===== src/gpu_mem_pkg.sv =====
package gpu_mem_pkg;

  localparam int addr_w = 32;
  localparam int data_w = 32;
  localparam int tag_w  = 7;

  // Bridge states. The current state is driven onto the host bus as the op code.
  typedef enum logic [3:0] {
    mb_idle        = 4'd0,
    mb_wr_ack_wait = 4'd1,
    mb_wr_rdy_wait = 4'd2,
    mb_wr_lsu_to   = 4'd3,
    mb_rd_ack_wait = 4'd4,
    mb_rd_rdy_wait = 4'd5,
    mb_rd_lsu_to   = 4'd6
  } mb_op_t;

  typedef struct packed {
    logic              write;
    logic [tag_w-1:0]  tag;
    logic [addr_w-1:0] addr;
    logic [data_w-1:0] wdata;
  } mem_req_t;

  // Write responses carry zero data.
  typedef struct packed {
    logic [tag_w-1:0]  tag;
    logic [data_w-1:0] rdata;
  } mem_resp_t;

endpackage


===== src/mem_bridge_fsm.sv =====
`timescale 1ns/100ps

module mem_bridge_fsm (
  input  logic                           clk,
  input  logic                           rst,

  input  logic                           mem_wr_en,
  input  logic                           mem_rd_en,
  input  logic [gpu_mem_pkg::addr_w-1:0] mem_addr,
  input  logic [gpu_mem_pkg::data_w-1:0] mem_wr_data,
  input  logic [gpu_mem_pkg::tag_w-1:0]  mem_tag_req,

  input  logic [gpu_mem_pkg::data_w-1:0] mb_data_in,
  input  logic                           mb_data_we,
  input  logic                           mb_ack,
  input  logic                           mb_done,

  output logic [gpu_mem_pkg::tag_w-1:0]  mem_tag_resp,
  output logic [gpu_mem_pkg::data_w-1:0] mem_rd_data,
  output logic                           mem_ack,

  output gpu_mem_pkg::mb_op_t            mb_op,
  output logic [gpu_mem_pkg::data_w-1:0] mb_data_out,
  output logic [gpu_mem_pkg::addr_w-1:0] mb_addr
);

  import gpu_mem_pkg::*;

  mb_op_t            state;
  mb_op_t            state_next;
  logic [addr_w-1:0] addr_q;
  logic [data_w-1:0] wdata_q;
  logic [tag_w-1:0]  tag_q;
  logic [data_w-1:0] rdata_q;
  logic              ack_q;
  logic              done_q;
  logic              data_we_q;
  logic              ack_rise;
  logic              done_rise;

  assign mb_op        = state;
  assign mb_addr      = addr_q;
  assign mb_data_out  = wdata_q;
  assign mem_tag_resp = tag_q;
  assign mem_rd_data  = rdata_q;

  assign ack_rise  = mb_ack && !ack_q;
  assign done_rise = mb_done && !done_q;
  assign mem_ack   = (state == mb_wr_lsu_to) || (state == mb_rd_lsu_to);

  always_ff @(posedge clk) begin
    if (rst) begin
      state     <= mb_idle;
      ack_q     <= 1'b0;
      done_q    <= 1'b0;
      data_we_q <= 1'b0;
    end else begin
      state     <= state_next;
      ack_q     <= mb_ack;
      done_q    <= mb_done;
      data_we_q <= mb_data_we;
    end
  end

  always_ff @(posedge clk) begin
    if (mem_wr_en) begin
      wdata_q <= mem_wr_data;
    end
    if (mem_wr_en || mem_rd_en) begin
      addr_q <= mem_addr;
      tag_q  <= mem_tag_req;
    end
    // Freeze the word in the cycle after the strobe drops, so it survives until the response.
    if (mb_data_we || !data_we_q) begin
      rdata_q <= mb_data_in;
    end
  end

  always_comb begin
    state_next = state;
    case (state)
      mb_idle: begin
        if (mem_wr_en) begin
          state_next = mb_wr_ack_wait;
        end else if (mem_rd_en) begin
          state_next = mb_rd_ack_wait;
        end
      end
      mb_wr_ack_wait: if (ack_rise) state_next = mb_wr_rdy_wait;
      mb_wr_rdy_wait: if (done_rise) state_next = mb_wr_lsu_to;
      mb_wr_lsu_to:   state_next = mb_idle;   // Single-cycle response to the LSU side.
      mb_rd_ack_wait: if (ack_rise) state_next = mb_rd_rdy_wait;
      mb_rd_rdy_wait: if (done_rise) state_next = mb_rd_lsu_to;
      mb_rd_lsu_to:   state_next = mb_idle;
      default:        state_next = mb_idle;
    endcase
  end

endmodule


===== config.mk =====
export PLATFORM = sky130hd
export DESIGN_NAME = mem_bridge_fsm
export DESIGN_NICKNAME = d
export VERILOG_FILES = /design/src/gpu_mem_pkg.sv /design/src/mem_bridge_fsm.sv
export SDC_FILE = /design/constraint.sdc
export NUM_CORES = 1
export LEC_CHECK = 0
export BUFFER_PORTS_ARGS = -buffer_cell sky130_fd_sc_hd__buf_4
export CORE_MARGIN = 1
export CORE_UTILIZATION = 40
export DETAILED_ROUTE_END_ITERATION = 12
export GPL_ROUTABILITY_DRIVEN = 0
export PLACE_DENSITY = 0.76
export SLEW_MARGIN = 5
export SYNTH_ARGS = -nofsm -noshare
export SYNTH_HDL_FRONTEND = slang
export SYNTH_SLANG_ARGS = --single-unit

===== constraint.sdc =====
create_clock -name clk -period 3.65 [get_ports clk]
set_clock_uncertainty 0.1 [all_clocks]
set_input_delay 0.1825 -clock clk [delete_from_list [all_inputs] [get_ports clk]]
set_output_delay 0.1825 -clock clk [all_outputs]
set_load 0.005 [all_outputs]

==> reports/metrics.csv, run 1 <==
metric,value,unit
initial cell density of the core,41.3,%
Inserted Clock Buffers,9,
cell area after placement,5160,um2
ys async rst share,0,%
error that halted the flow,[ERROR RSZ-0060] Max buffer count reached.,
most used flip-flop cell after synthesis,edfxtp_1,
result of the run,stopped before the end,
fraction of the yosys area taken by sequential cells,94.1,%
Root Buffer Master,clkbuf_8,
number of buffers added to fix hold violations after cts,101,
failing step,clock tree synthesis (4_1_cts),
quantity of I/O buffers inserted on ports,216,
y dimension of the die,94.4,um
I/O pin count,218,
post-CTS resize count,0,
#FFs+latches synth,109,
average instance area after synthesis,24.4,um2
post-CTS repair timing setup buffer count,0,
cell count after synthesis,140,
clock sink count,109,
H-tree levels,3,
Max Root-Sink Buffers,2,
number of distinct library cell variants in the gate-level netlist after synthesis,24,
synthesis warning total,0,
Netlist Area Pre-Place,3410,um2
total number of placement rows,33,
HPWL after DPL,5.63,mm
Post-Synthesis Net Count,250,
number of synthesized flops with an enable pin,103,
Die Width,94.4,um
[synthesized netlist by cell type (2+ instances only)]
| master | number | area [um2] |
|---|---|---|
| edfxtp_1 | 103 | 3090 |
| dfxtp_1 | 6 | 120 |
| nor2_1 | 4 | 15.0 |
| nor2b_1 | 4 | 25.0 |
| a21oi_1 | 2 | 10.0 |
| nand2b_1 | 2 | 12.5 |
| nor3_1 | 2 | 10.0 |
[kinds of logic after synthesis]
kind of cell,count (synthesis),share of synthesized area (%)
and+or+nand+nor,17,2.78
xor gates and xnor gates,1,0.257
buffers and inverters,4,0.806
DFF,109,94.1
muxes,1,0.440
AOI/OAI and AO/OA,7,1.50
other,1,0.110
[metrics by stage]
step | worst slack (ps) | std cells | hold WS (ps)
2_1_floorplan | 1570 | 140 | 152
3_3_place_gp | 1600 | 460 | 260
3_5_place_dp | 1560 | 460 | 262
==> run 2: changes to the inputs <==
Settings changed: CORE_UTILIZATION 40 to 25, PLACE_DENSITY 0.76 to not set, PLACE_DENSITY_LB_ADDON set to 0.15.
==> reports/metrics.csv, run 2 <==
metric,value,unit
result of the run,completed,
average instance area after synthesis,24.4,um2
Initial DRT Pass Iterations,4,
library cell occupying the most area in the post-synthesis netlist,edfxtp_1,
routed via count,2531,
H-tree levels,3,
post-CTS repair timing setup buffer count,0,
"commonest non-fill, non-tap cell in the layout",buf_4,
most used flip-flop cell after synthesis,edfxtp_1,
Max Root-Sink Buffers,2,
Worst Setup Start Kind,input port,
initial cell density of the core,25.7,%
cell count after synthesis,140,
portion of total power attributed to the clock network,33.0,%
Inserted Clock Buffers,9,
Psw,0.600,mW
crit-path leading delay family,buffers and inverters,
cell area after placement,5250,um2
share of post-route cells with drive strength above 1,49.0,%
most frequent cells after synthesis,"edfxtp_1 (103), dfxtp_1 (6), nor2_1 (4), nor2b_1 (4)",
f_max,559,MHz
part of the power in combinational logic,14.3,%
dominant cell type by count on the critical path,buf_4,
total number of placement rows,42,
cell area after layout,6610,um2
Critical Path RT,3790,ps
drt drc,0,
worst hold path depth,3,
standard cell core area,13300,um2
Post-Synthesis Net Count,250,
Overall Power,2.89,mW
number of distinct library cell variants in the gate-level netlist after synthesis,24,
#FFs+latches synth,109,
HPWL after DPL,5.59,mm
TritonCTS clock tree,yes,
worst reg2reg path startpoint,mb_op[2]$_SDFFE_PP0P_,
CP Buf/Inv Count,2,
Power Internal,2.29,mW
setup-violating endpoint count in the final report,0,
pin count of the biggest net entering global routing,41,
synthesis warning total,0,
placed instance count,531,
post-route fraction of the period consumed by the critical path,49.0,%
"Clk pin slew, worst setup/hold paths",70,ps
share of total power consumed by net switching,20.8,%
wire length of the first global-routing pass,13.1,mm
worst-path maximum fanout,40,
worst endpoint data arrival time,1930,ps
Routed wire per std cell,13.2,um
Die Width,119,um
clock sink count,109,
leakage power,2.80,nW
worst hold-check path type,input port to register,
area added between synthesis and finish,93.5,%
initial drt markers,100,
total track usage,12.4,%
Root Buffer Master,clkbuf_16,
area share of the largest cell type after synthesis,90.6,%
number of synthesized flops with an enable pin,103,
quantity of I/O buffers inserted on ports,216,
Relative slew margins,65.8,%
hold_sp,mem_rd_en,
Register-to-Register Path Depth,4,
final antenna diode count,0,
endpoints failing hold,0,
delay of the slowest critical-path stage,420,ps
Final Instance Count excl. Fillers,654,
Nets,583,
Reg power frac,52.7,%
maximum vdd ir drop,0.296,mV
I/O pin count,218,
cell types occupying the most area after synthesis,"edfxtp_1 (91%), dfxtp_1 (3.5%), nor2b_1 (0.73%)",
worst-case hold slack,26.8,ps
total negative slack for setup checks,0,ps
kind of end point of the critical path,register,
critical path's slowest cell,buf_4,
die outline area,14100,um2
top-count cell post-synth,edfxtp_1,
min cycle time layout,1790,ps
Netlist Area Pre-Place,3410,um2
GRT Residual Overflow,0,
endpoint of the worst hold-timing path,mb_op[2]$_SDFFE_PP0P_,
ys async rst share,0,%
cells traversed along the worst timing path,buf_4 > or2_2 > buf_4 > a221oi_1 > a22oi_1 > mux2_4,
maximum capacitance violations,0,
latest clock arrival within the worst-skew pair,340,ps
crit path kind,input port to register,
antenna-violating nets left,0,
vias in the first global route,2658,
met1 usage in global routing,12.9,%
transition time at the pin with the least slew margin,512,ps
PwrDens,437,nW/um2
setup slack on the worst flop-to-flop path,2010,ps
"commonest cells after routing, fill and taps aside","buf_4 (218), dlygate4sd3_1 (107), edfxtp_1 (103)",
met3 track utilization from global routing,5.60,%
GRT Max-Usage Layer,met2,
initial antenna violation count,0,
y dimension of the die,119,um
fraction of the yosys area taken by sequential cells,94.1,%
Avg Vias per Cell,3.87,
Post-Route WL,8.64,mm
endpoint of the lowest-slack register-to-register path,mb_op[0]$_SDFFE_PP0P_,
RSZ-0062 raised after global routing,no,
final number of max-transition violations,0,
met2 layer usage reported by global route,21.2,%
run 2: what timing repair did:
item / 4_1_cts / 5_1_grt
endpoints found under the hold margin: 108 / 0
resized for setup: 0 / 0
hold buffers: 107 / 0
run 2: area by class of cell:
class / instances / area [um2]
Inverter: 1 / 3.75
Sequential cell: 109 / 3210
Timing Repair Buffer: 325 / 2710
Fill cell: 1113 / 6690
Tap cell: 176 / 220
Multi-Input combinational cell: 27 / 174
Clock inverter: 7 / 63.8
Clock buffer: 9 / 225
run 2: power by group through the flow:
stage / Sequential (mW) / Clock, mW / Combinational (mW)
floorplan: 1.55 / 0 / 0.0605
global placement: 1.55 / 0 / 0.321
global route: 1.54 / 1.02 / 0.445
finish: 1.52 / 0.953 / 0.413
CTS: 1.52 / 0.989 / 0.417
detailed placement: 1.55 / 0 / 0.323
run 2: per-stage QoR:
stage | util, % | setup WS, ps
floorplan | - | 1570
global placement | 39.5 | 1530
detailed placement | 39.5 | 1460
CTS | 49.7 | 1850
global route | 49.7 | 1690
finish | 49.7 | 1860
run 2: worst max path at each step:
stage | cells past startpoint | end | slack [ps] | start
3_5_place_dp | 6 | mb_op[0]$_SDFFE_PP0P_ | 1460 | mem_wr_en
3_3_place_gp | 6 | mb_op[0]$_SDFFE_PP0P_ | 1530 | mem_wr_en
2_1_floorplan | 4 | mb_op[0]$_SDFFE_PP0P_ | 1570 | mem_rd_en
5_1_grt | 6 | mb_op[0]$_SDFFE_PP0P_ | 1690 | mem_wr_en
6_report | 6 | mb_op[0]$_SDFFE_PP0P_ | 1860 | mem_wr_en
4_1_cts | 6 | mb_op[0]$_SDFFE_PP0P_ | 1850 | mem_wr_en
run 2: worst register-to-register path, delay by kind of cell (launching register included):
| kind | cells | cell delay [ps] |
|---|---|---|
| flops | 1 | 540 |
| compound gates | 2 | 480 |
| mux | 1 | 320 |
| simple gates | 1 | 90 |
run 2: per-layer routing:
metal	routed length, um	up-vias	part of all wire [%]
met3	839	19	9.7
met1	3280	1154	38
met5	0	-	0
met4	218	0	2.5
li1	-	1209	-
met2	4310	149	50
run 2: logic make-up (layout without fill, tap and decap cells):
| logic type | count (synthesis) | count (layout) | share of synthesized area [%] |
|---|---|---|---|
| DFF | 109 | 109 | 94.1 |
| other | 1 | 1 | 0.110 |
| AOI/OAI and AO/OA | 7 | 7 | 1.50 |
| muxes | 1 | 1 | 0.440 |
| xor gates and xnor gates | 1 | 1 | 0.257 |
| and+or+nand+nor | 17 | 17 | 2.78 |
| buffers and inverters | 4 | 342 | 0.806 |
(Power assumes the default switching activity.)
==> run 3: changes to the inputs <==
Clock period 3.65 ns to 1.6 ns, I/O delays scaled along.
==> reports/metrics.csv, run 3 (same netlist as run 2, synthesis figures left out) <==
metric,value,unit
Max Root-Sink Buffers,2,
min cycle time layout,1530,ps
Final Instance Count excl. Fillers,660,
total negative slack for setup checks,0,ps
y dimension of the die,119,um
hold_sp,mem_wr_en,
result of the run,completed,
initial antenna violation count,0,
maximum capacitance violations,0,
endpoint of the lowest-slack register-to-register path,mb_op[0]$_SDFFE_PP0P_,
placed instance count,535,
worst hold path depth,2,
initial drt markers,69,
worst endpoint data arrival time,1670,ps
PwrDens,982,nW/um2
quantity of I/O buffers inserted on ports,216,
Die Width,119,um
cell area after placement,5290,um2
maximum vdd ir drop,0.579,mV
Avg Vias per Cell,3.84,
Post-Route WL,8.96,mm
area added between synthesis and finish,95.5,%
latest clock arrival within the worst-skew pair,340,ps
drt drc,0,
final antenna diode count,0,
worst reg2reg path startpoint,mb_op[1]$_SDFFE_PP0P_,
leakage power,2.85,nW
cell area after layout,6680,um2
die outline area,14100,um2
crit path kind,input port to register,
TritonCTS clock tree,yes,
setup slack after placement,92.9,ps
pin count of the biggest net entering global routing,40,
GRT Residual Overflow,0,
wire length of the first global-routing pass,13.4,mm
endpoints failing hold,0,
total number of placement rows,42,
standard cell core area,13300,um2
setup-violating endpoint count in the final report,0,
Root Buffer Master,clkbuf_16,
f_max,652,MHz
post-route fraction of the period consumed by the critical path,95.9,%
"Clk pin slew, worst setup/hold paths",70,ps
routed via count,2535,
kind of end point of the critical path,register,
Fillers,1116,
Nets,590,
worst hold-check path type,input port to register,
setup slack on the worst flop-to-flop path,150,ps
initial cell density of the core,25.7,%
I/O pin count,218,
"commonest non-fill, non-tap cell in the layout",buf_4,
final number of max-transition violations,0,
H-tree levels,3,
Worst Setup Start Kind,input port,
Inserted Clock Buffers,9,
antenna-violating nets left,0,
"commonest cells after routing, fill and taps aside","buf_4 (221), dlygate4sd3_1 (110), edfxtp_1 (103)",
vias in the first global route,2734,
total track usage,12.7,%
Critical Path RT,1730,ps
worst-path maximum fanout,2,
share of post-route cells with drive strength above 1,49.6,%
RSZ-0062 raised after global routing,no,
Routed wire per std cell,13.6,um
worst setup margin,65.6,ps
Register-to-Register Path Depth,4,
endpoint of the worst hold-timing path,mb_data_out[7]$_DFFE_PP_,
Initial DRT Pass Iterations,4,
clock sink count,109,
worst-case hold slack,131,ps
HPWL after DPL,5.95,mm
run 3: through the flow:
step           util (%)  total power, mW
2_1_floorplan         -             3.68
3_3_place_gp       39.8             4.28
3_5_place_dp       39.8             4.29
4_1_cts            50.2             6.64
5_1_grt            50.2             6.83
6_report           50.2             6.55
run 3: cell type report:
| class | instances | area, um2 | share of cell area (%) |
|---|---|---|---|
| multi-input cells | 27 | 176 | 2.64 |
| well taps | 176 | 220 | 3.30 |
| clock buffers | 9 | 225 | 3.37 |
| inverters | 1 | 3.75 | 0.0562 |
| flip-flops and latches | 109 | 3210 | 48.2 |
| clock inverters | 6 | 55.1 | 0.825 |
| repair buffers | 332 | 2780 | 41.6 |
run 3: where the power goes:
| part | internal, mW | switching (mW) | total, mW |
|---|---|---|---|
| Combinational | 0.666 | 0.314 | 0.981 |
| Sequential | 3.38 | 0.0867 | 3.46 |
| Clock | 1.19 | 0.918 | 2.11 |
run 3: how the worst max path moves through the flow:
stage / from / slack, ps / to / cells after the start
final: mem_rd_en / 70 / mb_op[0]$_SDFFE_PP0P_ / 6
after global routing: mem_rd_en / 20 / mb_op[0]$_SDFFE_PP0P_ / 6
after CTS: mb_op[0]$_SDFFE_PP0P_ / 80 / mb_op[0]$_SDFFE_PP0P_ / 4
after detailed placement: mb_op[0]$_SDFFE_PP0P_ / 90 / mb_op[0]$_SDFFE_PP0P_ / 4
after global placement: mb_op[0]$_SDFFE_PP0P_ / 120 / mb_op[0]$_SDFFE_PP0P_ / 4
after floorplan: data_we_q$_SDFF_PP0_ / 70 / mem_rd_data[0]$_DFFE_PP_ / 1
run 3: critical path, stage by stage:
cell and delay, ps:
dlygate4sd3_1 530, buf_4 140, or2_4 220, a221oi_1 260, a22oi_1 130, mux2_4 310
run 3: routing by layer:
metal | vias up | global-route usage (%) | part of all wire, %
met5 | - | 0 | 0
met4 | 0 | 6.96 | 2.2
met1 | 1184 | 12.1 | 34
li1 | 1222 | - | -
met3 | 15 | 5.17 | 8.6
met2 | 114 | 23.2 | 55
run 3: timing repair:
| action | in CTS | in global routing |
|---|---|---|
| endpoints found under the setup margin | 0 | 1 |
| setup buffers | 0 | 0 |
| hold endpoints to repair | 108 | 0 |
| hold buffers | 110 | 0 |
| resized for setup | 0 | 1 |
==> run 4: changes to the inputs <==
Settings changed: PLACE_DENSITY_LB_ADDON 0.15 to not set, TNS_END_PERCENT set to 1.
==> reports/metrics.csv, run 4 (same netlist as run 2, synthesis figures left out) <==
metric,value,unit
result of the run,completed,
min cycle time layout,1520,ps
vias in the first global route,2829,
post-route fraction of the period consumed by the critical path,94.7,%
share of post-route cells with drive strength above 1,48.9,%
total negative slack for setup checks,0,ps
final number of max-transition violations,0,
antenna-violating nets left,0,
worst hold-check path type,input port to register,
die outline area,14100,um2
Critical Path RT,1740,ps
HPWL after DPL,6.09,mm
routed via count,2585,
I/O pin count,218,
crit path kind,input port to register,
Initial DRT Pass Iterations,4,
maximum vdd ir drop,0.498,mV
leakage power,2.82,nW
pin count of the biggest net entering global routing,40,
Die Width,119,um
post-CTS repair timing setup buffer count,0,
Avg Vias per Cell,3.92,
RSZ-0062 raised after global routing,no,
worst-case hold slack,97.7,ps
initial cell density of the core,25.7,%
clock sink count,109,
endpoints failing hold,0,
f_max,660,MHz
Nets,589,
Routed wire per std cell,14.6,um
PwrDens,969,nW/um2
y dimension of the die,119,um
"commonest cells after routing, fill and taps aside","buf_4 (222), dlygate4sd3_1 (108), edfxtp_1 (103)",
GRT Residual Overflow,0,
standard cell core area,13300,um2
total track usage,13.9,%
Root Buffer Master,clkbuf_16,
area added between synthesis and finish,94.4,%
latest clock arrival within the worst-skew pair,350,ps
worst endpoint data arrival time,1660,ps
worst-path maximum fanout,2,
wire length of the first global-routing pass,14.5,mm
Post-Route WL,9.63,mm
"commonest non-fill, non-tap cell in the layout",buf_4,
kind of end point of the critical path,register,
maximum capacitance violations,0,
H-tree levels,3,
total number of placement rows,42,
quantity of I/O buffers inserted on ports,216,
TritonCTS clock tree,yes,
Worst Setup Start Kind,input port,
drt drc,0,
Inserted Clock Buffers,9,
initial antenna violation count,1,
Max Root-Sink Buffers,2,
setup-violating endpoint count in the final report,0,
"Clk pin slew, worst setup/hold paths",70,ps
initial drt markers,65,
Fillers,1121,
[run 4: cell count changes in the layout (fill, tap and decap cells not counted), moves of 2 or more]
cell,delta
clkinv_2,-4
clkbuf_1,+2
dlygate4sd3_1,-2
clkinv_1,+3
[run 4: power breakdown]
| part | internal [mW] | total, mW | switching [mW] |
|---|---|---|---|
| combinational | 0.678 | 1.01 | 0.330 |
| clock | 1.03 | 1.96 | 0.931 |
| sequential | 3.38 | 3.46 | 0.0882 |
[run 4: area by class of cell]
class	instances	area [um2]	area share (%)
clock buffer	11	233	3.51
sequential	109	3210	48.4
inverter	1	3.75	0.0565
antenna	1	2.50	0.0377
multi-input combinational	27	183	2.75
tap	176	220	3.32
timing repair buffer	331	2770	41.7
clock inverter	4	16.3	0.245
[run 4: worst max-delay path, stage by stage]
cell and delay [ps]:
dlygate4sd3_1 540, buf_4 140, or2_4 230, a221oi_2 230
a22oi_1 120, mux2_4 310
[run 4: path summary, 6_finish.rpt]
| check | start | end | slack [ps] | depth (start not counted) |
|---|---|---|---|---|
| max | mem_rd_en | mb_op[0]$_SDFFE_PP0P_ | 80 | 6 |
| min | mb_done | mb_op[1]$_SDFFE_PP0P_ | 100 | 4 |
| min reg2reg | mb_op[1]$_SDFFE_PP0P_ | mb_op[2]$_SDFFE_PP0P_ | 540 | 2 |
| max reg2reg | mb_op[2]$_SDFFE_PP0P_ | mb_op[0]$_SDFFE_PP0P_ | 100 | 4 |
[run 4: layer usage]
layer / part of all wire (%) / routed length [um] / up-vias / track usage (%)
met5: 0 / 0 / - / 0
met2: 53 / 5080 / 130 / 24.2
met1: 37 / 3520 / 1213 / 14.4
li1: - / - / 1222 / -
met3: 8.0 / 770 / 20 / 5.22
met4: 2.7 / 261 / 0 / 7.28
[run 4: timing repair]
| item | 4_1_cts | 5_1_grt |
|---|---|---|
| gates resized for setup | 0 | 1 |
| endpoints found under the hold margin | 108 | 0 |
| hold buffers | 108 | 0 |
| endpoints found under the setup margin | 0 | 1 |
[run 4: per-stage QoR]
step                      total power [mW]  setup slack, ps  utilization, %  instances  area [um2]
after CTS                             6.50             89.4            49.9        659        6630
after floorplan                       3.68             74.2               -        140        3420
final                                 6.43             84.8            49.9        660        6640
after global placement                4.28              150            39.9        536        5300
after global routing                  6.72             2.65            49.9        659        6640
after detailed placement              4.31              109            39.9        536        5300
