### config.mk
export PLATFORM = sky130hd
export DESIGN_NAME = lsu_mem_port
export DESIGN_NICKNAME = d
export VERILOG_FILES = /design/src/gpu_mem_pkg.sv /design/src/lsu_mem_port.sv /design/src/sync_fifo.sv
export SDC_FILE = /design/constraint.sdc
export NUM_CORES = 1
export LEC_CHECK = 0
export ABC_AREA = 1
export BUFFER_PORTS_ARGS = -buffer_cell sky130_fd_sc_hd__buf_2
export CAP_MARGIN = 20
export CORE_ASPECT_RATIO = 0.5
export CORE_MARGIN = 2
export CORE_UTILIZATION = 35
export CTS_BUF_LIST = sky130_fd_sc_hd__clkbuf_8
export DETAILED_ROUTE_END_ITERATION = 7
export SETUP_SLACK_MARGIN = 0.3
export SYNTH_ARGS = -nofsm -noshare
export SYNTH_HDL_FRONTEND = slang
export SYNTH_SLANG_ARGS = --single-unit
### constraint.sdc
create_clock -name clk -period 3.83 [get_ports clk]
set_input_delay 0.1915 -clock clk [delete_from_list [all_inputs] [get_ports clk]]
set_output_delay 0.1915 -clock clk [all_outputs]
set_load 0.03 [all_outputs]
### src/gpu_mem_pkg.sv
package gpu_mem_pkg;

  localparam int addr_w = 32;
  localparam int data_w = 32;
  localparam int tag_w  = 7;

  // Bridge states. The current state is driven onto the host bus as the op code.
  typedef enum logic [3:0] {
    mb_idle        = 4'd0,
    mb_wr_ack_wait = 4'd1,
    mb_wr_rdy_wait = 4'd2,
    mb_wr_lsu_to   = 4'd3,
    mb_rd_ack_wait = 4'd4,
    mb_rd_rdy_wait = 4'd5,
    mb_rd_lsu_to   = 4'd6
  } mb_op_t;

  typedef struct packed {
    logic              write;
    logic [tag_w-1:0]  tag;
    logic [addr_w-1:0] addr;
    logic [data_w-1:0] wdata;
  } mem_req_t;

  // Write responses carry zero data.
  typedef struct packed {
    logic [tag_w-1:0]  tag;
    logic [data_w-1:0] rdata;
  } mem_resp_t;

endpackage

### src/lsu_mem_port.sv
`timescale 1ns/100ps

module lsu_mem_port #(
  parameter int req_depth  = 4,
  parameter int resp_depth = 4
) (
  input  logic                           clk,
  input  logic                           rst,

  input  logic                           req_valid,
  input  logic                           req_write,
  input  logic [gpu_mem_pkg::tag_w-1:0]  req_tag,
  input  logic [gpu_mem_pkg::addr_w-1:0] req_addr,
  input  logic [gpu_mem_pkg::data_w-1:0] req_wdata,
  output logic                           req_credit,

  output logic                           resp_valid,
  output logic [gpu_mem_pkg::tag_w-1:0]  resp_tag,
  output logic [gpu_mem_pkg::data_w-1:0] resp_rdata,
  input  logic                           resp_ready,

  output logic                           mem_wr_en,
  output logic                           mem_rd_en,
  output logic [gpu_mem_pkg::addr_w-1:0] mem_addr,
  output logic [gpu_mem_pkg::data_w-1:0] mem_wr_data,
  output logic [gpu_mem_pkg::tag_w-1:0]  mem_tag_req,
  input  logic                           mem_ack,
  input  logic [gpu_mem_pkg::tag_w-1:0]  mem_tag_resp,
  input  logic [gpu_mem_pkg::data_w-1:0] mem_rd_data
);

  import gpu_mem_pkg::*;

  mem_req_t  req_in;
  mem_req_t  req_head;
  mem_resp_t resp_in;
  mem_resp_t resp_head;
  logic      req_empty;
  logic      resp_empty;
  logic      resp_full;
  logic      resp_pop;
  logic      issue;
  logic      outstanding;
  logic      out_write;

  // The LSU only sends with a credit in hand, so the queue always has room.
  assign req_in = '{write: req_write, tag: req_tag, addr: req_addr, wdata: req_wdata};

  sync_fifo #(
    .payload_t (mem_req_t),
    .depth     (req_depth)
  ) req_fifo (
    .clk       (clk),
    .rst       (rst),
    .push      (req_valid),
    .push_data (req_in),
    .pop       (issue),
    .pop_data  (req_head),
    .empty     (req_empty),
    .full      ()
  );

  // With a single access in flight, a non-full queue always has space for its response.
  assign issue       = !outstanding && !req_empty && !resp_full;
  assign mem_wr_en   = issue && req_head.write;
  assign mem_rd_en   = issue && !req_head.write;
  assign mem_addr    = req_head.addr;
  assign mem_wr_data = req_head.wdata;
  assign mem_tag_req = req_head.tag;

  always_ff @(posedge clk) begin
    if (rst) begin
      outstanding <= 1'b0;
      req_credit  <= 1'b0;
    end else begin
      req_credit <= issue;   // One credit back per request leaving the queue.
      if (issue) begin
        outstanding <= 1'b1;
      end else if (mem_ack) begin
        outstanding <= 1'b0;
      end
    end
  end

  always_ff @(posedge clk) begin
    if (issue) out_write <= req_head.write;
  end

  assign resp_in = '{tag: mem_tag_resp, rdata: out_write ? '0 : mem_rd_data};

  sync_fifo #(
    .payload_t (mem_resp_t),
    .depth     (resp_depth)
  ) resp_fifo (
    .clk       (clk),
    .rst       (rst),
    .push      (mem_ack),
    .push_data (resp_in),
    .pop       (resp_pop),
    .pop_data  (resp_head),
    .empty     (resp_empty),
    .full      (resp_full)
  );

  assign resp_valid = !resp_empty;
  assign resp_pop   = resp_valid && resp_ready;
  assign resp_tag   = resp_head.tag;
  assign resp_rdata = resp_head.rdata;

endmodule

### src/sync_fifo.sv
`timescale 1ns/100ps

module sync_fifo #(
  parameter type payload_t = logic,
  parameter int  depth     = 4
) (
  input  logic     clk,
  input  logic     rst,
  input  logic     push,
  input  payload_t push_data,
  input  logic     pop,
  output payload_t pop_data,
  output logic     empty,
  output logic     full
);

  localparam int ptr_w = (depth > 1) ? $clog2(depth) : 1;
  localparam int cnt_w = $clog2(depth + 1);

  payload_t         slots [depth];
  logic [ptr_w-1:0] wr_ptr;
  logic [ptr_w-1:0] rd_ptr;
  logic [cnt_w-1:0] count;
  logic             do_push;
  logic             do_pop;

  function automatic logic [ptr_w-1:0] next_ptr(input logic [ptr_w-1:0] p);
    return (p == ptr_w'(depth - 1)) ? '0 : p + 1'b1;
  endfunction

  assign do_push  = push && !full;   // Overflow and underflow are dropped.
  assign do_pop   = pop && !empty;
  assign empty    = (count == '0);
  assign full     = (count == cnt_w'(depth));
  assign pop_data = slots[rd_ptr];   // Head is visible without a read cycle.

  always_ff @(posedge clk) begin
    if (do_push) begin
      slots[wr_ptr] <= push_data;
    end
  end

  always_ff @(posedge clk) begin
    if (rst) begin
      wr_ptr <= '0;
      rd_ptr <= '0;
      count  <= '0;
    end else begin
      if (do_push) wr_ptr <= next_ptr(wr_ptr);
      if (do_pop) rd_ptr <= next_ptr(rd_ptr);
      case ({do_push, do_pop})
        2'b10:   count <= count + 1'b1;
        2'b01:   count <= count - 1'b1;
        default: count <= count;
      endcase
    end
  end

endmodule
==> After elaboration in Yosys (flattened, before gate mapping) <==
Memory sizes are Yosys's and may differ from the RTL's. A register that Yosys moved wholly into a read port is not among the register bits.
Cells that the tools add are included.
W data, S select, Z words.
{ "totals": {"ff_bits": 17, "ramBits": 444, "input_bits": 116, "output_inout_bits": 114, "n_memories": 2} }
{ "memory_table": {"columns": ["memory", "words", "width", "read_ports", "rd_clocked_by_memory_dff", "wr", "line_no", "source"], "rows": [
  ["req_fifo.slots", 4, 72, 1, 1, 1, "sync_fifo.sv:20", "payload_t slots [depth];"],
  ["resp_fifo.slots", 4, 39, 1, 1, 1, "sync_fifo.sv:20", null]
]} }
{ "op_classes": {"add_sub_neg": 8, "eq_ne": 10, "n_mux": 17, "reduce_logical": 20} }
{ "ops": {"columns": ["op", "n"], "rows": [
  ["$mux W32", 1],
  ["$mux W2", 8],
  ["$eq A2 B2 Y1 const B", 6],
  ["$pmux W3 S2", 2],
  ["$logic_and A1 B1 Y1", 9],
  ["$add A2 B1 Y2 const B", 4],
  ["$add A3 B1 Y3 const B", 2],
  ["$eq A3 B3 Y1 const B", 2],
  ["$logic_not A1 Y1", 6],
  ["$logic_not A3 Y1", 2],
  ["$mux W1", 6],
  ["$reduce_bool A2 Y1", 3],
  ["$sub A3 B1 Y3 const B", 2],
  ["$eq A2 B1 Y1 const B", 2]
]} }

==> Longest topological paths before layout <==
Gate-level depths: netlist of the first run.
{ "logic_depth": {"ltp_word": 7, "depth_mapped": 12, "ltp_nobuf": 12} }

==> Modules after synthesis <==
From an unflattened synthesis of the first run, not the netlist that was laid out.
{ "hier_totals": {"cells_unflattened": 1303, "area_unflattened_um2": 18295.0} }
{ "modules_own_cells": {"columns": ["module", "instances", "cells_each", "area_per_inst_um2", "seq_area_each_um2"], "rows": [
  ["sync_fifo at req_fifo", 1, 768, 11598.6, 8828.5],
  ["sync_fifo at resp_fifo", 1, 450, 6291.0, 4864.7],
  ["lsu_mem_port", 1, 85, 405.4, 70.1]
]} }

==> Worst setup path after synthesis of the first run <==
OpenSTA, ideal clock, no wires.
{ "synth_timing": {"kind": "reg2reg", "from": "reg req_fifo.count[1]", "to": "mem req_fifo.slots[0][0] (netlist bit) (enable)", "setup_time_ns": 0.503, "t_arrival_ns": 3.609, "t_required_ns": 3.327, "slack_ns": -0.282, "path_stages_with_launch": 5, "path_buffers": 0, "path_cell_list": "dfxtp_1 inv_1 nand3_1 nand2_1 nor2_1"} }
{ "synth_between": {"elab_chain_cells": 5} }
{ "synth_rtl": {"columns": ["item", "line_no", "source"], "rows": [
  ["from (decl)", "sync_fifo.sv:23", "logic [cnt_w-1:0] count;"],
  ["from (signal assigned)", "sync_fifo.sv:52", "2'b10: count <= count + 1'b1;"],
  ["from (signal assigned)", "sync_fifo.sv:53", "2'b01: count <= count - 1'b1;"],
  ["from (signal assigned)", "sync_fifo.sv:54", "default: count <= count;"],
  ["$eq A3 B3 Y1", "sync_fifo.sv:34", "assign full = (count == cnt_w'(depth));"],
  ["$logic_not A1 Y1", "sync_fifo.sv:31", "assign do_push = push && !full;"],
  ["$logic_and A1 B1 Y1", "sync_fifo.sv:31", null],
  ["$mux W1", "sync_fifo.sv:38", "if (do_push) begin"],
  ["$mux W1 (implied by the code)", "sync_fifo.sv:39", "slots[wr_ptr] <= push_data;"],
  ["to (decl)", "sync_fifo.sv:20", null]
]} }
Every way passes these cells.

==> results of run 1 <==
==> synthesized netlist by cell type (2+ instances only) <==
cell,n
edfxtp_1,445
nor2_1,223
o21ai_0,219
buf_4,76
inv_1,70
nor2_2,61
o22ai_2,60
o22ai_1,50
clkbuf_1,32
dfxtp_1,20
buf_2,19
nand2_1,15
ha_1,12
o21ai_1,12
buf_12,7
clkbuf_2,7
a21oi_1,6
buf_6,5
nand3_1,4
nand4_1,4
or2_2,3
fa_1,2
nand2_2,2
==> per-stage QoR <==
| stage | area (µm²) | worst slack, ps | setup TNS, ps | total power [mW] | hold slack [ps] |
|---|---|---|---|---|---|
| global placement | 20200 | 1240 | 0 | 12.0 | 406 |
| global route | 22700 | 378 | 0 | 16.9 | 303 |
| detailed placement | 20200 | 1210 | 0 | 12.0 | 406 |
| floorplan | 18900 | -282 | -81120 | 11.1 | 261 |
| CTS | 22700 | 551 | 0 | 16.3 | 248 |
| finish | 22700 | 627 | 0 | 16.0 | 291 |
==> layout make-up <==
type	instances	area share, %
Clock inverter	56	1.59
Antenna cell	1	0.0110
Tap cell	713	3.92
Clock buffer	77	4.66
Multi-Input combinational cell	676	17.1
Inverter	74	1.29
Timing Repair Buffer	360	10.9
Sequential cell	465	60.5
==> tightest hold or removal path, cell delays in order <==
cell and delay, ps:
buf_2 80, nand2_1 280, inv_1 170, nor2_1 50
nor2_1 80
==> routing by layer <==
metal	wire [µm]	vias to the layer above
li1	-	5439
met1	16500	5600
met2	21900	219
met3	1670	82
met4	1100	0
met5	0	-
==> registers in the layout, indices dropped and copies added (netlist names), named ones only <==
signal and cells:
resp_fifo.slots 156, req_credit 1, req_fifo.wr_ptr 2, outstanding 1
resp_fifo.wr_ptr 2, req_fifo.rd_ptr 2, req_fifo.slots 288, resp_fifo.rd_ptr 2
req_fifo.count 3, resp_fifo.count 3, out_write 1
==> how the worst max path moves through the flow <==
stage / endpoint / slack [ps] / cells past startpoint
2_1_floorplan: req_fifo.slots[0][0] / -280 / 4
3_3_place_gp: mem_wr_data[2] / 1240 / 4
3_5_place_dp: mem_wr_data[2] / 1210 / 4
4_1_cts: mem_wr_data[2] / 550 / 4
5_1_grt: mem_wr_data[2] / 380 / 4
6_report: mem_wr_data[2] / 630 / 4
==> logic make-up after synthesis <==
kind of cell    Yosys count  share of synthesized area (%)
flops                   465                           72.8
compound gates          349                           12.0
simple gates            313                           7.20
buf+inv                 220                           6.93
fa+ha+maj                14                           1.01
==> power by group <==
part           internal (mW)  switching (mW)  leakage, nW
Combinational           1.50            3.93         3.17
Sequential              6.28           0.216         4.27
Clock                   2.20            1.92        0.810
Total                   9.97            6.07         8.26
==> cells in the final DEF, fill, tap and decap left out, types with 12 or more instances in the layout <==
cell,netlist,layout
o21ai_1,12,12
nand2_1,15,15
o21ai_0,219,219
buf_4,76,12
inv_1,70,95
ha_1,12,12
edfxtp_1,445,445
nor2_1,223,215
clkbuf_8,0,77
buf_2,19,229
dlygate4sd3_1,0,114
o22ai_2,60,60
dfxtp_1,20,17
o22ai_1,50,50
clkinv_1,0,16
nor2_2,61,61
==> flow_summary.json, run 1 <==
{
  "synth_ff_type": "edfxtp_1",
  "rsz0062_at_grt": "no",
  "yosysUniqueCellTypes": 30,
  "cts_max_level": 3,
  "vdd.ir_drop.worst_mv": 0.288,
  "tritoncts": "built",
  "reg2reg_depth": 5,
  "drive_above_1_share_pct": 28.2,
  "rr_startpoint": "resp_fifo.count[0]",
  "wl_per_cell_um": 17.0,
  "timing.critical_path.slowest_stage_cell": "dfxtp_4",
  "grt_max_degree": 107,
  "area_growth_syn_to_layout_pct": 20.3,
  "grt_overflow_total": 0,
  "rows": 60,
  "path_class": "register to output pin",
  "cts_max_path_buffers": 3,
  "synthCells": 1361,
  "status": "completed",
  "dp_hpwl_um": 21600,
  "core_area_mm2": 0.0535,
  "post_cts_resized": 0,
  "ant_nets": 0,
  "antenna_found_initial": 1,
  "yosysSeqAreaShare_pct": 72.8,
  "cts-root-buf": "clkbuf_8",
  "cts_setup_buffers": 0,
  "io_pins": 230,
  "syn-num-nets": 1491,
  "cap_violations": 0,
  "fillers": 4972,
  "grt_pass1_wl_um": 62700,
  "worstSetupEndpointType": "output pin",
  "finalSetupViolations": 0,
  "gp_congestion": 0.722,
  "grt.met2_usage_pct": 26.5,
  "grt.busiest_layer": "met2",
  "numCtsBuffers": 73,
  "yosys_warnings": 0,
  "arrival_ps": 3010,
  "hold_viol": 0,
  "wl_um": 41200,
  "worstPathCellList": "buf_4, o21ai_0, o22ai_1, buf_2",
  "fp.dieArea_mm2": 0.0560,
  "via_per_inst": 4.68,
  "clk-insertion-delay-late_ps": 600,
  "drt-pass1-iter-count": 5,
  "grt.total_usage_pct": 14.4,
  "synth_area_leaders": "edfxtp_1 71%, o21ai_0 5.8%, nor2_1 4.4%",
  "startpoint_type": "register",
  "path_buf_inv": 2,
  "hold_depth": 5,
  "finalCriticalPeriod_ps": 3200,
  "multiInputGateArea_mm2": 0.00389,
  "drtIter0Drc": 673,
  "synth_top_area_share_pct": 70.7,
  "cpPeakStageDelay_ps": 860,
  "dieWidth_um": 333,
  "grt_pass1_vias": 11400,
  "fin_cells": 2422,
  "syn_area_mm2": 0.0189,
  "power-per-cell-area_mw_per_mm2": 705,
  "io_buffers": 229,
  "finalCritPeriodShare_pct": 83.6,
  "dp.cells": 2174,
  "leakage_nw": 8.26,
  "nets": 1780,
  "hp-class": "input port to register",
  "clock.fmax_mhz": 312,
  "slew_violations": 0,
  "globalRouteMet1Util_pct": 16.5,
  "holdCritStartpoint": "req_valid",
  "vias": 11300,
  "gr-usage-met3_pct": 2.99,
  "worstMarginPinSlew_ps": 845,
  "fin_skew_ps": 15.1,
  "syn_avg_cell_area_um2": 13.9,
  "synth_edf_count": 445,
  "critical_path.top_delay_family": "buffers and inverters",
  "r2r_setup_slack_ps": 1590,
  "holdPathEnd": "req_fifo.wr_ptr[1]",
  "ff_latch_area_mm2": 0.0138,
  "drcViolationCount": 0,
  "initial_utilization_pct": 35.3,
  "die_y_um": 168,
  "slew_headroom_pct": 43.7,
  "required_ps": 3640,
  "hold_buffers": 114,
  "path_clk_slew_ps": 60,
  "synthArstFlopShare_pct": 0,
  "cts_sinks": 465,
  "rr_endpoint": "resp_fifo.slots[1][3]",
  "synth_top_cell_by_area": "edfxtp_1",
  "ys_seq_elements": 465,
  "fin_util_pct": 42.5,
  "critPathMaxFanout": 74
}
Power figures use the tool's default switching activity.
==> run 2, diff against run 1 <==
Settings changed: ABC_AREA 1 to 0.
Clock period 3.83 ns to 2.8 ns, I/O delays scaled along.
==> run 2 against run 1 <==
Against the previous run: critical path depth up 4; clock skew is 8.2 ps higher; sequential power up 35%; worst setup slack lost 160 ps; non-clock buffer count grew 9; highest routed layer unchanged; register-to-register slack lost 1100 ps; synthesized area shrank 5.9%; combinational power rose by 12%.
==> flow_summary.json, run 2 <==
{
  "status": "completed",
  "hold_viol": 0,
  "rr_startpoint": "req_fifo.count[2]",
  "critPathMaxFanout": 9,
  "area_growth_syn_to_layout_pct": 23.3,
  "worstSetupEndpointType": "register",
  "rows": 58,
  "drive_above_1_share_pct": 39.3,
  "synth_top_area_share_pct": 75.1,
  "largest_reg_flops": 288,
  "yosysSeqAreaShare_pct": 77.4,
  "holdCritStartpoint": "req_wdata[25]",
  "required_ps": 3320,
  "final_common_cell": "edfxtp_1",
  "nets": 1274,
  "startpoint_type": "register",
  "cts-root-buf": "clkbuf_8",
  "fin_util_pct": 43.7,
  "slew_violations": 0,
  "holdWs_ps": 285,
  "hp-class": "input port to register",
  "die_y_um": 163,
  "synth_common_cells": "445 x edfxtp_1, 111 x mux4_2, 72 x buf_4",
  "worstMarginPinSlew_ps": 645,
  "finalSetupViolations": 0,
  "tritoncts": "built",
  "wl_per_cell_um": 18.0,
  "drcViolationCount": 0,
  "io_pins": 230,
  "most-common-layout-cells": "445 x edfxtp_1, 229 x buf_2, 117 x dlygate4sd3_1, 111 x mux4_2, 72 x clkbuf_8",
  "grt.total_usage_pct": 13.2,
  "cts_sinks": 465,
  "path_clk_slew_ps": 60,
  "initial_utilization_pct": 35.4,
  "cts_max_path_buffers": 3,
  "worstPathCellList": "or3b_1, nand2_1, ha_1, inv_1, fa_1, xor2_1, or3_1, a21oi_1",
  "io_buffers": 229,
  "wl_um": 34100,
  "fin_skew_ps": 23.3,
  "grt_max_degree": 40,
  "r2r_setup_slack_ps": 460,
  "rsz0062_at_grt": "no",
  "power-per-cell-area_mw_per_mm2": 912,
  "synth_ff_type": "edfxtp_1",
  "place_area_mm2": 0.0194,
  "drt-pass1-iter-count": 4,
  "grt_pass1_vias": 9594,
  "antenna_found_initial": 0,
  "path_class": "register to register",
  "ant_nets": 0,
  "regMostFlops": "req_fifo.slots",
  "syn_area_mm2": 0.0178,
  "syn_avg_cell_area_um2": 22.1,
  "reg_top3": "req_fifo.slots x288, resp_fifo.slots x156",
  "yosys_warnings": 0,
  "synthArstFlopShare_pct": 0,
  "gp_congestion": 0.740,
  "leakage_nw": 7.55,
  "reg2reg_depth": 8,
  "synth.most_common_cell": "edfxtp_1",
  "synth_top_cell_by_area": "edfxtp_1",
  "dp_hpwl_um": 20400,
  "slew_headroom_pct": 57.0,
  "synthCells": 805,
  "arrival_ps": 2860,
  "drtIter0Drc": 473,
  "finalSetupTns_ps": 0,
  "dp.cells": 1641,
  "timing.critical_path.slowest_stage_cell": "or3b_1",
  "cts_max_level": 3,
  "fin_cells": 1888,
  "p_total_mw": 20.0,
  "n_antenna_cell": 0,
  "core_area_mm2": 0.0502,
  "finalCriticalPeriod_ps": 2340,
  "dieWidth_um": 323,
  "vias": 8501,
  "fp.dieArea_mm2": 0.0528,
  "cap_violations": 0,
  "cpPeakStageDelay_ps": 510,
  "via_per_inst": 4.50,
  "place_ws_ps": 478,
  "numCtsBuffers": 71,
  "clock.fmax_mhz": 428,
  "grt_pass1_wl_um": 52700,
  "syn-num-nets": 935,
  "synth_area_leaders": "edfxtp_1 75%, mux4_2 14%, buf_4 3.0%",
  "clk-insertion-delay-late_ps": 610,
  "final_area_mm2": 0.0219,
  "vdd.ir_drop.worst_mv": 0.322,
  "crit_start": "req_fifo.count[2]",
  "finalCritPeriodShare_pct": 83.4,
  "yosysUniqueCellTypes": 34,
  "hold_depth": 2,
  "ys_seq_elements": 465,
  "synth_edf_count": 445,
  "fin_ws_ps": 464,
  "grt_overflow_total": 0
}
[run 2: changes by cell type in the layout (fill, tap and decap cells not counted), sizes merged, moves of 5 or more]
cell,previous run,this run
clkbuf,77,72
nand2,17,4
and3,0,8
o22ai,110,0
buf,246,252
or3,0,5
nor2,284,10
inv,98,37
o21ai,232,4
nor2b,0,33
mux4,0,111
[run 2: cell families after synthesis]
group                      synth area share (%)
DFF                                        77.4
buffers and inverters                      4.15
muxes                                      14.2
and+or+nand+nor                            2.45
AOI/OAI and AO/OA                         0.591
adders and majority gates                  1.07
xor gates and xnor gates                  0.197
[run 2: repair_timing]
action / 4_1_cts / 5_1_grt
gates resized for setup: 0 / 2
hold endpoints to repair: 462 / 0
hold buffers: 117 / 0
pin swaps: 0 / 0
setup buffers: 3 / 0
endpoints found under the setup margin: 30 / 10
[run 2: critical path: cells and delay by family, from the launching register on]
kind,cells,cell delay [ps]
and+or+nand+nor,3,960
DFF,1,370
xor gates and xnor gates,1,160
AOI/OAI and AO/OA,1,150
adders and majority gates,2,560
buffers and inverters,1,60
[run 2: layer usage]
metal	vias up	global-route usage, %	part of all wire (%)
li1	3886	-	-
met1	4427	15.0	39
met2	132	24.6	56
met3	56	3.09	3.6
met4	0	4.12	1.8
met5	-	0	0
[run 2: worst paths after layout]
check                                to
setup / recovery      req_fifo.count[2]
hold / removal    req_fifo.slots[3][25]
hold reg to reg             outstanding
setup reg to reg      req_fifo.count[2]
[run 2: cell type report]
class	instances	area, µm²
fillers	4412	28300
flip-flops and latches	465	13800
multi-input cells	222	3310
repair buffers	369	2620
clock buffers	72	991
well taps	690	863
clock inverters	55	313
inverters	15	58.8
[run 2: power breakdown]
group          switching [mW]  total [mW]  internal (mW)
clock                    2.53        5.14           2.61
combinational            3.74        6.08           2.35
sequential              0.275        8.78           8.51
==> run 3, diff against run 2 <==
Clock period 2.8 ns to 2.15 ns, I/O delays scaled along.
==> run 3 against run 2 <==
Against the previous run: non-clock buffer count rose by 50; critical endpoint is now mem_wr_data[4]; cell area grew 7.6%; clock skew decreased by 4.9 ps; first-iteration DRC count fell by 5.7%; count of clock-buffer cells in the layout increased by 3; largest cell class unchanged; register-to-register slack lost 420 ps.
==> flow_summary.json, run 3 (synthesis results as in run 2) <==
{
  "hp-class": "input port to register",
  "initial_utilization_pct": 35.4,
  "vdd.ir_drop.worst_mv": 0.452,
  "io_pins": 230,
  "grt_max_degree": 41,
  "slew_headroom_pct": 67.6,
  "nets": 1324,
  "fin_ws_ps": 14.6,
  "drt-pass1-iter-count": 5,
  "cts_max_level": 3,
  "hold_depth": 2,
  "most-common-layout-cells": "445 x edfxtp_1, 123 x buf_6, 116 x buf_2, 115 x dlygate4sd3_1, 111 x mux4_2",
  "multiInputGateArea_mm2": 0.00340,
  "p_total_mw": 29.2,
  "largest_reg_flops": 288,
  "area_growth_syn_to_layout_pct": 32.6,
  "hold_viol": 0,
  "io_buffers": 229,
  "cap_violations": 0,
  "rows": 58,
  "via_per_inst": 4.56,
  "path_clk_slew_ps": 60,
  "ant_nets": 0,
  "fin_cells": 1939,
  "drcViolationCount": 0,
  "clk-insertion-delay-late_ps": 600,
  "reg_top3": "req_fifo.slots x288, resp_fifo.slots x156",
  "slew_violations": 0,
  "vias": 8837,
  "fillers": 4186,
  "numCtsBuffers": 71,
  "worstSetupEndpointType": "output pin",
  "dp.cells": 1655,
  "rsz0062_at_grt": "yes",
  "ff_latch_area_mm2": 0.0138,
  "required_ps": 2040,
  "cts_sinks": 465,
  "finalSetupViolations": 0,
  "grt.total_usage_pct": 13.9,
  "finalCritPeriodShare_pct": 99.3,
  "rr_endpoint": "resp_fifo.count[2]",
  "grt_pass1_vias": 9830,
  "r2r_setup_slack_ps": 40,
  "dieWidth_um": 323,
  "wl_um": 37500,
  "finalCriticalPeriod_ps": 2140,
  "holdCritStartpoint": "req_wdata[22]",
  "dp_hpwl_um": 20700,
  "drtIter0Drc": 446,
  "grt_pass1_wl_um": 55100,
  "cts_max_path_buffers": 3,
  "tritoncts": "built",
  "fin_skew_ps": 18.4,
  "power-per-cell-area_mw_per_mm2": 1240,
  "grt_overflow_total": 0,
  "gp_congestion": 0.711,
  "reg2reg_depth": 9,
  "arrival_ps": 2030,
  "wl_per_cell_um": 19.3,
  "antenna_found_initial": 1,
  "rr_startpoint": "resp_fifo.count[2]",
  "status": "completed",
  "path_class": "register to output pin",
  "worstMarginPinSlew_ps": 485,
  "fp.dieArea_mm2": 0.0528,
  "core_area_mm2": 0.0502,
  "regMostFlops": "req_fifo.slots",
  "final_common_cell": "edfxtp_1",
  "startpoint_type": "register",
  "die_y_um": 163,
  "critPathMaxFanout": 7,
  "place_ws_ps": 30.3,
  "holdPathEnd": "req_fifo.slots[1][22]",
  "drive_above_1_share_pct": 43.3,
  "clock.fmax_mhz": 468,
  "cts-root-buf": "clkbuf_8",
  "leakage_nw": 8.20
}
## run 3: area by class of cell
type | instances | area share [%]
clock inverter | 51 | 1.12
tap | 690 | 3.66
inverter | 15 | 0.249
multi-input combinational | 222 | 14.4
sequential | 465 | 58.4
antenna | 2 | 0.0212
clock buffer | 75 | 4.37
timing repair buffer | 419 | 17.8
## run 3: critical path, cell delays in order, from the launching register on
cell and delay [ps]:
dfxtp_4 410, buf_4 170, clkbuf_16 180, mux4_2 510
buf_6 160
## run 3: power breakdown
| group | switching, mW | leakage (nW) | total [mW] | internal (mW) |
|---|---|---|---|---|
| logic | 5.66 | 3.18 | 11.1 | 5.40 |
| clock network | 3.30 | 0.747 | 6.77 | 3.47 |
| registers | 0.306 | 4.28 | 11.4 | 11.1 |
## run 3: how the worst max path moves through the flow
| stage | from | slack (ps) | endpoint | cells past startpoint |
|---|---|---|---|---|
| after floorplan | req_fifo.count[1] | 110 | req_fifo.count[2] | 9 |
| after global placement | resp_fifo.count[1] | 100 | resp_fifo.count[2] | 8 |
| after detailed placement | resp_fifo.count[1] | 30 | resp_fifo.count[2] | 8 |
| after CTS | register | -70 | mem_wr_en | 4 |
| after global routing | register | -90 | mem_wr_data[25] | 4 |
| final | register | 10 | mem_wr_data[4] | 4 |
## run 3: timing repair
action,CTS,global route
resized for setup,257,14
setup endpoints to repair,117,234
hold buffers,116,0
hold endpoints to repair,462,0
setup buffers,16,10
cloned,6,9
pin swaps,10,5
## run 3: per-stage QoR
step / hold slack, ps / cell area (µm²) / TNS [ps] / util, %
2_1_floorplan: 206 / 17900 / 0 / -
3_3_place_gp: 315 / 19700 / 0 / 39.2
3_5_place_dp: 324 / 19700 / 0 / 39.2
4_1_cts: 189 / 23200 / -3000 / 46.3
5_1_grt: 215 / 23600 / -4590 / 47.0
6_report: 253 / 23600 / 0 / 47.0
## run 3: per-layer routing
metal	vias up	wire length [µm]	track usage, %
li1	3989	-	-
met1	4646	15100	16.1
met2	149	20500	25.4
met3	53	1280	3.21
met4	0	609	4.38
met5	-	0	0
